==> config.mk <==
export PLATFORM = sky130hd
export DESIGN_NAME = controlUnit
export DESIGN_NICKNAME = d
export VERILOG_FILES = /design/src/rtl/controlPkg.sv /design/src/rtl/controlUnit.sv /design/src/rtl/controlWordGen.sv /design/src/rtl/stateSequencer.sv /design/src/rtl/instrDecoder.sv
export SDC_FILE = /design/constraint.sdc
export NUM_CORES = 1
export LEC_CHECK = 0
export ABC_AREA = 1
export BUFFER_PORTS_ARGS = -buffer_cell sky130_fd_sc_hd__clkbuf_2
export CAP_MARGIN = 15
export CORE_ASPECT_RATIO = 2
export CORE_MARGIN = 3
export CORE_UTILIZATION = 49
export CTS_BUF_LIST = sky130_fd_sc_hd__clkbuf_4 sky130_fd_sc_hd__clkbuf_8
export CTS_CLUSTER_DIAMETER = 150
export DETAILED_ROUTE_END_ITERATION = 10
export HOLD_SLACK_MARGIN = 0.03
export PLACE_DENSITY_LB_ADDON = 0.12
export RECOVER_POWER = 50
export SLEW_MARGIN = 20
export SYNTH_ARGS = -nofsm -noshare
export SYNTH_HDL_FRONTEND = slang
export SYNTH_SLANG_ARGS = --single-unit
export TNS_END_PERCENT = 1
==> constraint.sdc <==
create_clock -name clk -period 2.3 [get_ports clk]
set_clock_uncertainty 0.05 [all_clocks]
set_input_delay 0.46 -clock clk [delete_from_list [all_inputs] [get_ports clk]]
set_output_delay 0.46 -clock clk [all_outputs]
set_load 0.01 [all_outputs]
==> src/rtl/controlPkg.sv <==
package controlPkg;

	localparam int opcodeWidth = 6;
	localparam int functWidth = 6;

	typedef enum logic [6:0] {
		Idle, Fetch1, FetchWait, Fetch2,
		Decode1, DecodeWait, Decode2, Dispatch,
		Add2, Sub2, And2, AddSubAnd, AddSubAnd2,
		Addi2, Addi3, Addi4, Addiu2, Addiu3,
		Break2, Break3, Rte2,
		Sll2, Sll3, Sllv2, Sllv3, Srl2, Srl3,
		Sra2, Sra3, Srav2, Srav3, Sll4, // Sll4 is the common shift writeback
		Slt2, Slt3, Jr2,
		Xchg2, Xchg3, Xchg4,
		J2, Jal2
	} stateT;

	typedef enum logic [4:0] {
		InstrAdd, InstrSub, InstrAnd, InstrSlt,
		InstrSll, InstrSrl, InstrSra, InstrSllv, InstrSrav,
		InstrAddi, InstrAddiu,
		InstrJ, InstrJal, InstrJr,
		InstrBreak, InstrRte, InstrXchg,
		InstrIllegal
	} instrT;

	// opcodes
	localparam logic [opcodeWidth-1:0] OpArit = 6'b000000; // R-type decoded by funct
	localparam logic [opcodeWidth-1:0] OpAddi = 6'b001000;
	localparam logic [opcodeWidth-1:0] OpAddiu = 6'b001001;
	localparam logic [opcodeWidth-1:0] OpJ = 6'b000010;
	localparam logic [opcodeWidth-1:0] OpJal = 6'b000011;

	// R-type funct codes
	localparam logic [functWidth-1:0] FunctAdd = 6'b100000;
	localparam logic [functWidth-1:0] FunctSub = 6'b100010;
	localparam logic [functWidth-1:0] FunctAnd = 6'b100100;
	localparam logic [functWidth-1:0] FunctSlt = 6'b101010;
	localparam logic [functWidth-1:0] FunctSll = 6'b000000;
	localparam logic [functWidth-1:0] FunctSrl = 6'b000010;
	localparam logic [functWidth-1:0] FunctSra = 6'b000011;
	localparam logic [functWidth-1:0] FunctSllv = 6'b000100;
	localparam logic [functWidth-1:0] FunctSrav = 6'b000111;
	localparam logic [functWidth-1:0] FunctJr = 6'b001000;
	localparam logic [functWidth-1:0] FunctBreak = 6'b001101;
	localparam logic [functWidth-1:0] FunctRte = 6'b010011;
	localparam logic [functWidth-1:0] FunctXchg = 6'b000101;

	typedef enum logic [1:0] {AluSrcAPc = 2'b00, AluSrcARegA = 2'b01} aluSrcAT;

	typedef enum logic [1:0] {
		AluSrcBRegB = 2'b00,
		AluSrcBFour = 2'b01,
		AluSrcBImm = 2'b10,
		AluSrcBImmShift = 2'b11 // branch offset as imm << 2
	} aluSrcBT;

	typedef enum logic [1:0] {ShiftSrcRegA = 2'b00, ShiftSrcRegB = 2'b10} shiftSrcT;
	typedef enum logic [1:0] {ShiftAmtRegB = 2'b00, ShiftAmtShamt = 2'b10} shiftAmtT;

	typedef enum logic [2:0] {
		RegDstRt = 3'b000, RegDstRd = 3'b001, RegDstRa = 3'b011, RegDstRs = 3'b100
	} regDstT;

	typedef enum logic [2:0] {
		PcSrcAlu = 3'b000, PcSrcEpc = 3'b010, PcSrcJump = 3'b100
	} pcSourceT;

	typedef enum logic [2:0] {
		AluNone = 3'b000, AluAdd = 3'b001, AluSub = 3'b010, AluAnd = 3'b011, AluSlt = 3'b111
	} aluOpT;

	typedef enum logic [2:0] {
		ShiftNone = 3'b000, ShiftLoad = 3'b001, ShiftSll = 3'b010,
		ShiftSrl = 3'b011, ShiftSra = 3'b100
	} shiftOpT;

	typedef enum logic [3:0] {
		DataAluOut = 4'b0000,
		DataLessThan = 4'b0100,
		DataShifter = 4'b0101,
		DataRegA = 4'b0110,
		DataRegB = 4'b0111
	} dataSrcT;

endpackage
==> src/rtl/controlUnit.sv <==
module controlUnit
	import controlPkg::*;
#(
	parameter int memWaitCycles = 2
) (
	input logic clk,
	input logic reset,
	input logic [opcodeWidth-1:0] opcode,
	input logic [functWidth-1:0] funct,
	output stateT state,
	output logic pcWrite,
	output logic irWrite,
	output logic aWrite,
	output logic bWrite,
	output logic regWrite,
	output logic aluOutWrite,
	output logic epcWrite,
	output aluSrcAT aluSrcA,
	output aluSrcBT aluSrcB,
	output shiftSrcT shiftSrc,
	output shiftAmtT shiftAmt,
	output regDstT regDst,
	output pcSourceT pcSource,
	output aluOpT aluOp,
	output shiftOpT shiftOp,
	output dataSrcT dataSrc
);

	instrT instr; // sampled by the sequencer in Dispatch only

	instrDecoder decoder0 (
		.opcode(opcode),
		.funct(funct),
		.instr(instr)
	);

	stateSequencer #(
		.memWaitCycles(memWaitCycles)
	) sequencer0 (
		.clk(clk),
		.reset(reset),
		.instr(instr),
		.state(state)
	);

	controlWordGen wordGen0 (
		.state(state),
		.pcWrite(pcWrite),
		.irWrite(irWrite),
		.aWrite(aWrite),
		.bWrite(bWrite),
		.regWrite(regWrite),
		.aluOutWrite(aluOutWrite),
		.epcWrite(epcWrite),
		.aluSrcA(aluSrcA),
		.aluSrcB(aluSrcB),
		.shiftSrc(shiftSrc),
		.shiftAmt(shiftAmt),
		.regDst(regDst),
		.pcSource(pcSource),
		.aluOp(aluOp),
		.shiftOp(shiftOp),
		.dataSrc(dataSrc)
	);

endmodule

==> src/rtl/controlWordGen.sv <==
module controlWordGen
	import controlPkg::*;
(
	input stateT state,
	output logic pcWrite,
	output logic irWrite,
	output logic aWrite,
	output logic bWrite,
	output logic regWrite,
	output logic aluOutWrite,
	output logic epcWrite,
	output aluSrcAT aluSrcA,
	output aluSrcBT aluSrcB,
	output shiftSrcT shiftSrc,
	output shiftAmtT shiftAmt,
	output regDstT regDst,
	output pcSourceT pcSource,
	output aluOpT aluOp,
	output shiftOpT shiftOp,
	output dataSrcT dataSrc
);

	always_comb begin
		pcWrite = 1'b0;
		irWrite = 1'b0;
		aWrite = 1'b0;
		bWrite = 1'b0;
		regWrite = 1'b0;
		aluOutWrite = 1'b0;
		epcWrite = 1'b0;
		aluSrcA = AluSrcAPc;
		aluSrcB = AluSrcBRegB;
		shiftSrc = ShiftSrcRegA;
		shiftAmt = ShiftAmtRegB;
		regDst = RegDstRt;
		pcSource = PcSrcAlu;
		aluOp = AluNone;
		shiftOp = ShiftNone;
		dataSrc = DataAluOut;

		case (state)
			Fetch1, FetchWait: begin
				irWrite = 1'b1;
				aluSrcB = AluSrcBFour; // pc + 4
				aluOp = AluAdd;
			end
			Fetch2: begin
				irWrite = 1'b1;
				pcWrite = 1'b1;
				epcWrite = 1'b1;
				aluSrcB = AluSrcBFour;
				aluOp = AluAdd;
			end
			Decode1, DecodeWait: begin
				aluOutWrite = (state == DecodeWait); // latch branch target
				aluSrcB = AluSrcBImmShift;
				aluOp = AluAdd;
			end
			Decode2: begin
				aWrite = 1'b1;
				bWrite = 1'b1;
				aluSrcA = AluSrcARegA;
			end
			Add2, Sub2, And2: begin
				aluOutWrite = 1'b1;
				aluSrcA = AluSrcARegA;
				regDst = RegDstRd;
				aluOp = (state == Add2) ? AluAdd : (state == Sub2) ? AluSub : AluAnd;
			end
			AddSubAnd: regDst = RegDstRd;
			AddSubAnd2: begin
				regWrite = 1'b1;
				regDst = RegDstRd;
			end
			Addi2, Addiu2: begin
				aluOutWrite = 1'b1;
				aluSrcA = AluSrcARegA;
				aluSrcB = AluSrcBImm;
				aluOp = AluAdd;
			end
			Addi4: regWrite = 1'b1; // result to rt
			Break2: begin
				pcWrite = 1'b1;
				aluSrcB = AluSrcBFour; // pc - 4
				aluOp = AluSub;
			end
			Break3: aluOp = AluSub;
			Rte2: begin
				pcWrite = 1'b1;
				pcSource = PcSrcEpc;
			end
			Sll2, Srl2, Sra2: begin
				shiftSrc = ShiftSrcRegB;
				shiftAmt = ShiftAmtShamt;
				shiftOp = ShiftLoad;
			end
			Sllv2, Srav2: shiftOp = ShiftLoad;
			Sll3, Srl3, Sra3: begin
				shiftSrc = ShiftSrcRegB;
				shiftAmt = ShiftAmtShamt;
				regDst = RegDstRd;
				dataSrc = DataShifter;
				shiftOp = (state == Sll3) ? ShiftSll : (state == Srl3) ? ShiftSrl : ShiftSra;
			end
			Sllv3, Srav3: begin
				regDst = RegDstRd;
				dataSrc = DataShifter;
				shiftOp = (state == Sllv3) ? ShiftSll : ShiftSra;
			end
			Sll4: begin
				regWrite = 1'b1;
				regDst = RegDstRd;
				dataSrc = DataShifter;
			end
			Slt2, Slt3: begin
				regWrite = (state == Slt2);
				aluSrcA = AluSrcARegA;
				regDst = RegDstRd;
				aluOp = AluSlt;
				dataSrc = DataLessThan;
			end
			Jr2: begin
				pcWrite = 1'b1;
				aluSrcA = AluSrcARegA; // rs through the ALU
			end
			Xchg2: begin
				regWrite = 1'b1;
				aluSrcA = AluSrcARegA;
				regDst = RegDstRs;
				dataSrc = DataRegB;
			end
			Xchg3, Xchg4: begin
				regWrite = (state == Xchg3);
				aluSrcA = AluSrcARegA;
				dataSrc = DataRegA; // old rs into rt
			end
			J2, Jal2: begin
				pcWrite = 1'b1;
				pcSource = PcSrcJump;
				regWrite = (state == Jal2); // link
				regDst = (state == Jal2) ? RegDstRa : RegDstRt;
			end
			default: ; // Idle, Dispatch and Addi3/Addiu3 stay quiet
		endcase
	end

endmodule

==> src/rtl/stateSequencer.sv <==
module stateSequencer
	import controlPkg::*;
#(
	parameter int memWaitCycles = 2
) (
	input logic clk,
	input logic reset,
	input instrT instr,
	output stateT state
);

	// at least one bit even for a single wait cycle
	localparam int countWidth = (memWaitCycles > 1) ? $clog2(memWaitCycles) : 1;

	stateT nextState;
	logic [countWidth-1:0] waitCount;
	logic waitDone;

	assign waitDone = (waitCount == countWidth'(memWaitCycles - 1));

	always_ff @(posedge clk) begin
		if (reset) begin
			state <= Idle;
			waitCount <= '0;
		end else begin
			state <= nextState;
			if (state == FetchWait && !waitDone) begin
				waitCount <= waitCount + 1'b1;
			end else begin
				waitCount <= '0;
			end
		end
	end

	// dispatch target for each class
	function automatic stateT firstExec(input instrT cls);
		case (cls)
			InstrAdd: return Add2;
			InstrSub: return Sub2;
			InstrAnd: return And2;
			InstrSlt: return Slt2;
			InstrSll: return Sll2;
			InstrSrl: return Srl2;
			InstrSra: return Sra2;
			InstrSllv: return Sllv2;
			InstrSrav: return Srav2;
			InstrAddi: return Addi2;
			InstrAddiu: return Addiu2;
			InstrJ: return J2;
			InstrJal: return Jal2;
			InstrJr: return Jr2;
			InstrBreak: return Break2;
			InstrRte: return Rte2;
			InstrXchg: return Xchg2;
			default: return Fetch1; // illegal class goes back to fetch
		endcase
	endfunction

	always_comb begin
		nextState = Fetch1;
		case (state)
			Idle: nextState = Fetch1;
			Fetch1: nextState = FetchWait;
			FetchWait: nextState = waitDone ? Fetch2 : FetchWait; // memory latency
			Fetch2: nextState = Decode1;
			Decode1: nextState = DecodeWait;
			DecodeWait: nextState = Decode2;
			Decode2: nextState = Dispatch;
			Dispatch: nextState = firstExec(instr);

			Add2, Sub2, And2: nextState = AddSubAnd;
			AddSubAnd: nextState = AddSubAnd2;
			Addi2: nextState = Addi3;
			Addiu2: nextState = Addiu3;
			Addi3, Addiu3: nextState = Addi4;

			Sll2: nextState = Sll3;
			Sllv2: nextState = Sllv3;
			Srl2: nextState = Srl3;
			Sra2: nextState = Sra3;
			Srav2: nextState = Srav3;
			Sll3, Sllv3, Srl3, Sra3, Srav3: nextState = Sll4;

			Break2: nextState = Break3;
			Slt2: nextState = Slt3;
			Xchg2: nextState = Xchg3;
			Xchg3: nextState = Xchg4;

			// AddSubAnd2, Addi4, Sll4, Break3, Slt3, Xchg4, Rte2, Jr2, J2, Jal2
			default: nextState = Fetch1;
		endcase
	end

endmodule

==> src/rtl/instrDecoder.sv <==
module instrDecoder
	import controlPkg::*;
(
	input logic [opcodeWidth-1:0] opcode,
	input logic [functWidth-1:0] funct,
	output instrT instr
);

	instrT rClass; // class of an R-type instruction

	always_comb begin
		case (funct)
			FunctAdd: rClass = InstrAdd;
			FunctSub: rClass = InstrSub;
			FunctAnd: rClass = InstrAnd;
			FunctSlt: rClass = InstrSlt;
			FunctSll: rClass = InstrSll;
			FunctSrl: rClass = InstrSrl;
			FunctSra: rClass = InstrSra;
			FunctSllv: rClass = InstrSllv;
			FunctSrav: rClass = InstrSrav;
			FunctJr: rClass = InstrJr;
			FunctBreak: rClass = InstrBreak;
			FunctRte: rClass = InstrRte;
			FunctXchg: rClass = InstrXchg;
			default: rClass = InstrIllegal; // unknown funct
		endcase
	end

	always_comb begin
		case (opcode)
			OpArit: instr = rClass;
			OpAddi: instr = InstrAddi;
			OpAddiu: instr = InstrAddiu;
			OpJ: instr = InstrJ;
			OpJal: instr = InstrJal;
			default: instr = InstrIllegal;
		endcase
	end

endmodule

-- Word-level counts from Yosys, hierarchy flattened
Memories as Yosys holds them, arrays and structs flattened.
Cells that the tools add are included.
- add/subtract/negate cells: 1
- equality and inequality tests: 43
- mux-type cells: 23
- bitwise gates (word level): 1
- reduce and logical (&&, ||, !) cells: 26
- operators with widths (cell ; number):
    7-bit case mux with 22 select lines ; 1
    7-bit by 5-bit equality test with 1-bit output, second input constant ; 16
    7-bit by 4-bit equality test with 1-bit output, second input constant ; 8
    7-bit by 6-bit equality test with 1-bit output, second input constant ; 8
    7-bit by 3-bit equality test with 1-bit output, second input constant ; 4
    5-bit case mux with 5 select lines ; 1
    3-bit case mux with 4 select lines ; 2
    3-bit case mux with 3 select lines ; 2
    2-bit OR reduction ; 9
    6-bit OR reduction ; 3
    5-bit OR reduction ; 3
    7-bit by 2-bit equality test with 1-bit output, second input constant ; 2
    13-bit OR reduction ; 1
    6-bit by 2-bit equality test with 1-bit output, second input constant ; 2
    6-bit by 4-bit equality test with 1-bit output, second input constant ; 2
    3-bit 2-to-1 mux ; 4
    12-bit OR reduction ; 1
    3-bit OR reduction ; 3
    4-bit OR reduction ; 2
    7-bit by 1-bit equality test with 1-bit output, second input constant ; 1
    1-bit 2-to-1 mux ; 7
    7-bit OR reduction ; 1
    6-bit zero test ; 1
    2-bit case mux with 3 select lines ; 1
    other kinds (8) ; 9
- bits in registers: 8
- ROM bits: 512
- input bits: 14
- output and inout port bits: 38
- logic and storage cells: 98
- memories kept: 2
- memories (memory ; words ; bits a word ; read ports ; clocked after Yosys merged registers in ; wr ports ; line ; source):
    (name not given) ; 64 ; 5 ; 1 ; 0 ; 0 ; instrDecoder.sv:12 ; case (funct)
    (name not given) ; 32 ; 6 ; 1 ; 0 ; 0 ; stateSequencer.sv:37 ; case (cls)

-- Depth between registers and ports, before layout
- depth in word-level cells: 4
- mapped depth: 17
- gate-level depth less buffers: 17

-- Hierarchy
From an unflattened synthesis, not the netlist that was laid out.
- cell total of the unflattened synthesis: 354
- area, all modules: 1865.5 µm²
- modules (own cells, without submodules) (module ; instances ; cells each ; area each (µm²) ; seq. area each (µm²)):
    stateSequencer ; 1 ; 154 ; 897.1 ; 140.1
    controlWordGen ; 1 ; 125 ; 571.8 ; 0.0
    instrDecoder ; 1 ; 75 ; 396.6 ; 0.0

-- Worst setup path before layout
No wires, ideal clock.
- kind: in2reg
- from: input funct[0]
- to: register sequencer0.state[3]
- setup time: 0.070 ns
- arrival time: 2.162 ns
- data required time: 2.180 ns
- setup slack: 0.018 ns
- stages: 17
- path buffers: 0
- cells stage by stage: inv_1 ha_1 inv_1 nand2_1 nand3_1 nand4_1 nand2_1 nand2_1 a21oi_1 inv_1 ha_1 inv_1 nand2_1 nand2_1 o21ai_1 nand2_1 a21oi_1
- longest elaborated chain between the ends: 4
- RTL lines (item ; line ; source):
    start: declaration ; controlUnit.sv:9 ; input logic [functWidth-1:0] funct,
    memory read 64 x 5 bit ; n/a ;
    5-bit case mux with 5 select lines ; instrDecoder.sv:31 ; case (opcode)
    memory read 32 x 6 bit ; n/a ;
    7-bit case mux with 22 select lines ; stateSequencer.sv:61 ; case (state)
    end signal: assignment ; stateSequencer.sv:23 ; state <= Idle;
    end signal: assignment ; stateSequencer.sv:26 ; state <= nextState;
    end: declaration ; stateSequencer.sv:9 ; output stateT state
No other way between the ends.
A chain may end at the register's enable or synchronous reset.

-- Worst setup path after layout
- from: register sequencer0.state[0]
- to: output dataSrc[2]
- longest elaborated chain between the ends: 3
- elaborated cells on any way between the ends: 15
- those cells by class: 11 x eq/ne; 1 x mux; 3 x reduce/logical
- RTL lines (item ; line ; source):
    7-bit by 5-bit equality test with 1-bit output / 7-bit by 6-bit equality test with 1-bit output (equally long branches) ; controlWordGen.sv:41 ; case (state)
    6-bit OR reduction (no line) (tied with other cells) ; n/a ;
    3-bit case mux with 4 select lines * ; controlWordGen.sv:41 ;
    end: declaration ; controlUnit.sv:26 ; output dataSrcT dataSrc
Mark *: on every way between the ends. The rest lies on a longest branch, timed or not.

==> impl_metrics.ini <==
[die]
boundaryPins = 52
row_count = 29
die_w_um = 47.5
core_um2 = 3230
start_util_pct = 52.2
dieHeight_um = 88.9
dieArea_um2 = 4220

[final_layout]
register_area_um2 = 144
multi_input_area_um2 = 1330
postLayoutCoreUtil_pct = 64.3
syn_to_final_growth_pct = 23.2
finalNonFillerCells = 404
diodes = 0
drive_gt1_share_pct = 30.8
nFillCells = 360
nets = 398
layout_commonest_cell = nand2_1
mostFrequentLayoutCells = nand2_1 (93), clkbuf_2 (41), nor2_1 (38), inv_1 (36), nand3_1 (29)

[sta]
slew_viol_final = 0
finalHoldViolCount = 0
finalSetupViolations = 0
worst_slack_ns = 0.00814
rsz0062_at_grt = yes
fin_crit_sh_pct = 99.6
fmaxAchievable_mhz = 436
timing.hold.ws_ns = 0.388
final.setup.tns_ns = 0
worst_pin_slew_ns = 0.500
slew_headroom_pct = 66.4
fin_crit_ns = 2.29

[synth]
synth_edf_count = 0
syn-cell-area_um2 = 1690
yosys_most_used_dff = dfxtp_1
async_reset_ff_share_pct = 0
synth_area_per_cell_um2 = 5.35
yosysSeqAreaShare_pct = 8.31
syn_inst = 315
ys_warn_count = 0
yosys_register_bits = 7
synth_cell_types = 30

[grt]
grt_max_degree = 12
grt_antenna_before_repair = 0
grt_pass1_vias = 2043
grt_pass1_wl_um = 8360
grt_remaining_overflow = 0
grtUsageTotal_pct = 27.0

[placed_design]
port_buffers = 45
place.gp.congestion = 0.951
hpwl_um = 4580
pre_cts_ws_ns = -0.0875
placedCellCount = 400

[clock_tree]
cts_tree = yes
clockRootBuffer = clkbuf_8
clock_sinks = 7
cts_setup_buffers = 0
cts_buffers = 3
cts_hold_buf = 0
htreeDepth = 1
clockBufferDepth = 2
cts.clk_slew.worst_paths_ns = 0.04
clk-insertion-delay-late_ns = 0.23

[drt]
wl_um = 5450
routedWlPerCell_um = 13.5
highest_layer = met4
vias = 2229
vias_per_cell = 5.52
drtPass1Iterations = 6
drt_iter0_markers = 53
dr_wl_met3_um = 177
drc = 0
wl_met1_um = 1710
dr_wl_met2_um = 3300
ant_nets = 0

[worst_setup_path]
start_kind = flop
worst-setup-path-type = flop to primary output
slowest_stage = dfxtp_1
reg2regPathDepth = 11
worstSetupEndpointType = primary output
crit_required_ns = 1.79
cpPeakStageDelay_ns = 0.40
crit_arrival_ns = 1.78
cp_cell_sequence = inv_2 -> nand2_2 -> inv_1 -> nand3_2 -> nand2_2 -> nor2_4 -> inv_2 -> a211oi_4 -> nand3_1 -> clkbuf_2
cp_max_fo = 5
reg2reg_slack_ns = 0.41

[job]
cap_viol_max_count = 0

[power]
ir_drop_v = 0.000319
cellPowerDensity_nw_per_um2 = 484
power_leakage_nw = 1.30

[status]
status = complete, no violations

[hold_path]
whs_path_depth = 1
min_path_type = flop to flop
layout make-up:
class                           instances  area share [%]
Inverter                               53            9.58
Clock buffer                            4            2.35
Tap cell                               31            1.87
Timing Repair Buffer                   58            15.3
Sequential cell                         7            6.93
Multi-Input combinational cell        251            64.0
registers in the layout, summed over array words and instances, names as in the netlist:
name                  count
sequencer0.waitCount      1
sequencer0.state          6
kinds of logic after synthesis:
kind of cell	share of synthesized area, %
AND/OR/NAND/NOR	59.5
buffers and inverters	16.0
AO/OA/AOI/OAI	8.46
adder cells (fa/ha/maj)	7.42
flip-flops	8.31
other	0.223
cell usage after synthesis (2+ instances only):
master | instances | area [um^2]
nand2_2 | 6 | 37.5
nand3b_1 | 2 | 15.0
nor3_2 | 3 | 30.0
nor4_1 | 3 | 18.8
nor2_1 | 40 | 150
nand2_1 | 95 | 357
ha_1 | 10 | 125
inv_1 | 37 | 139
buf_4 | 8 | 60.1
nand4_1 | 8 | 50.1
dfxtp_1 | 7 | 140
nor3_1 | 7 | 35.0
o21ai_1 | 3 | 15.0
nand3_1 | 29 | 145
nor2_4 | 3 | 33.8
inv_2 | 16 | 60.1
nor2_2 | 6 | 37.5
nand2_4 | 2 | 22.5
a21oi_1 | 12 | 60.1
nand3_2 | 6 | 60.1
o21ai_0 | 3 | 15.0
final timing paths:
check / from / to
worst max-delay path: sequencer0.state[0] / dataSrc[2]
worst min-delay path: sequencer0.waitCount / sequencer0.waitCount
worst max register to register: sequencer0.state[5] / sequencer0.state[4]
worst min register to register: sequencer0.waitCount / sequencer0.waitCount
routing by layer:
| layer | GRT usage [%] | vias to the layer above |
|---|---|---|
| met5 | 0 | - |
| met4 | 16.4 | 0 |
| met3 | 2.02 | 22 |
| met2 | 55.7 | 81 |
| met1 | 21.0 | 1015 |
| li1 | - | 1111 |
through the flow:
stage | cell area [um^2] | total power [mW]
floorplan | 1700 | 0.575
global placement | 1990 | 0.779
detailed placement | 1990 | 0.779
CTS | 2050 | 0.974
global route | 2080 | 1.08
finish | 2080 | 1.01
repair_timing:
item / in CTS / in global routing
pin swaps: 0 / 1
resized for setup: 2 / 12
endpoints found under the setup margin: 4 / 14
where the power goes:
group,switching (mW),total (mW),internal (mW)
Clock,0.0527,0.184,0.132
Combinational,0.411,0.621,0.210
Sequential,0.0502,0.201,0.150
critical path: cells and delay by family (launching register included):
kind / cells / cell delay, ns
simple gates: 5 / 0.50
flops: 1 / 0.40
compound gates: 1 / 0.19
buf+inv: 4 / 0.46
Power figures use the tool's default switching activity.
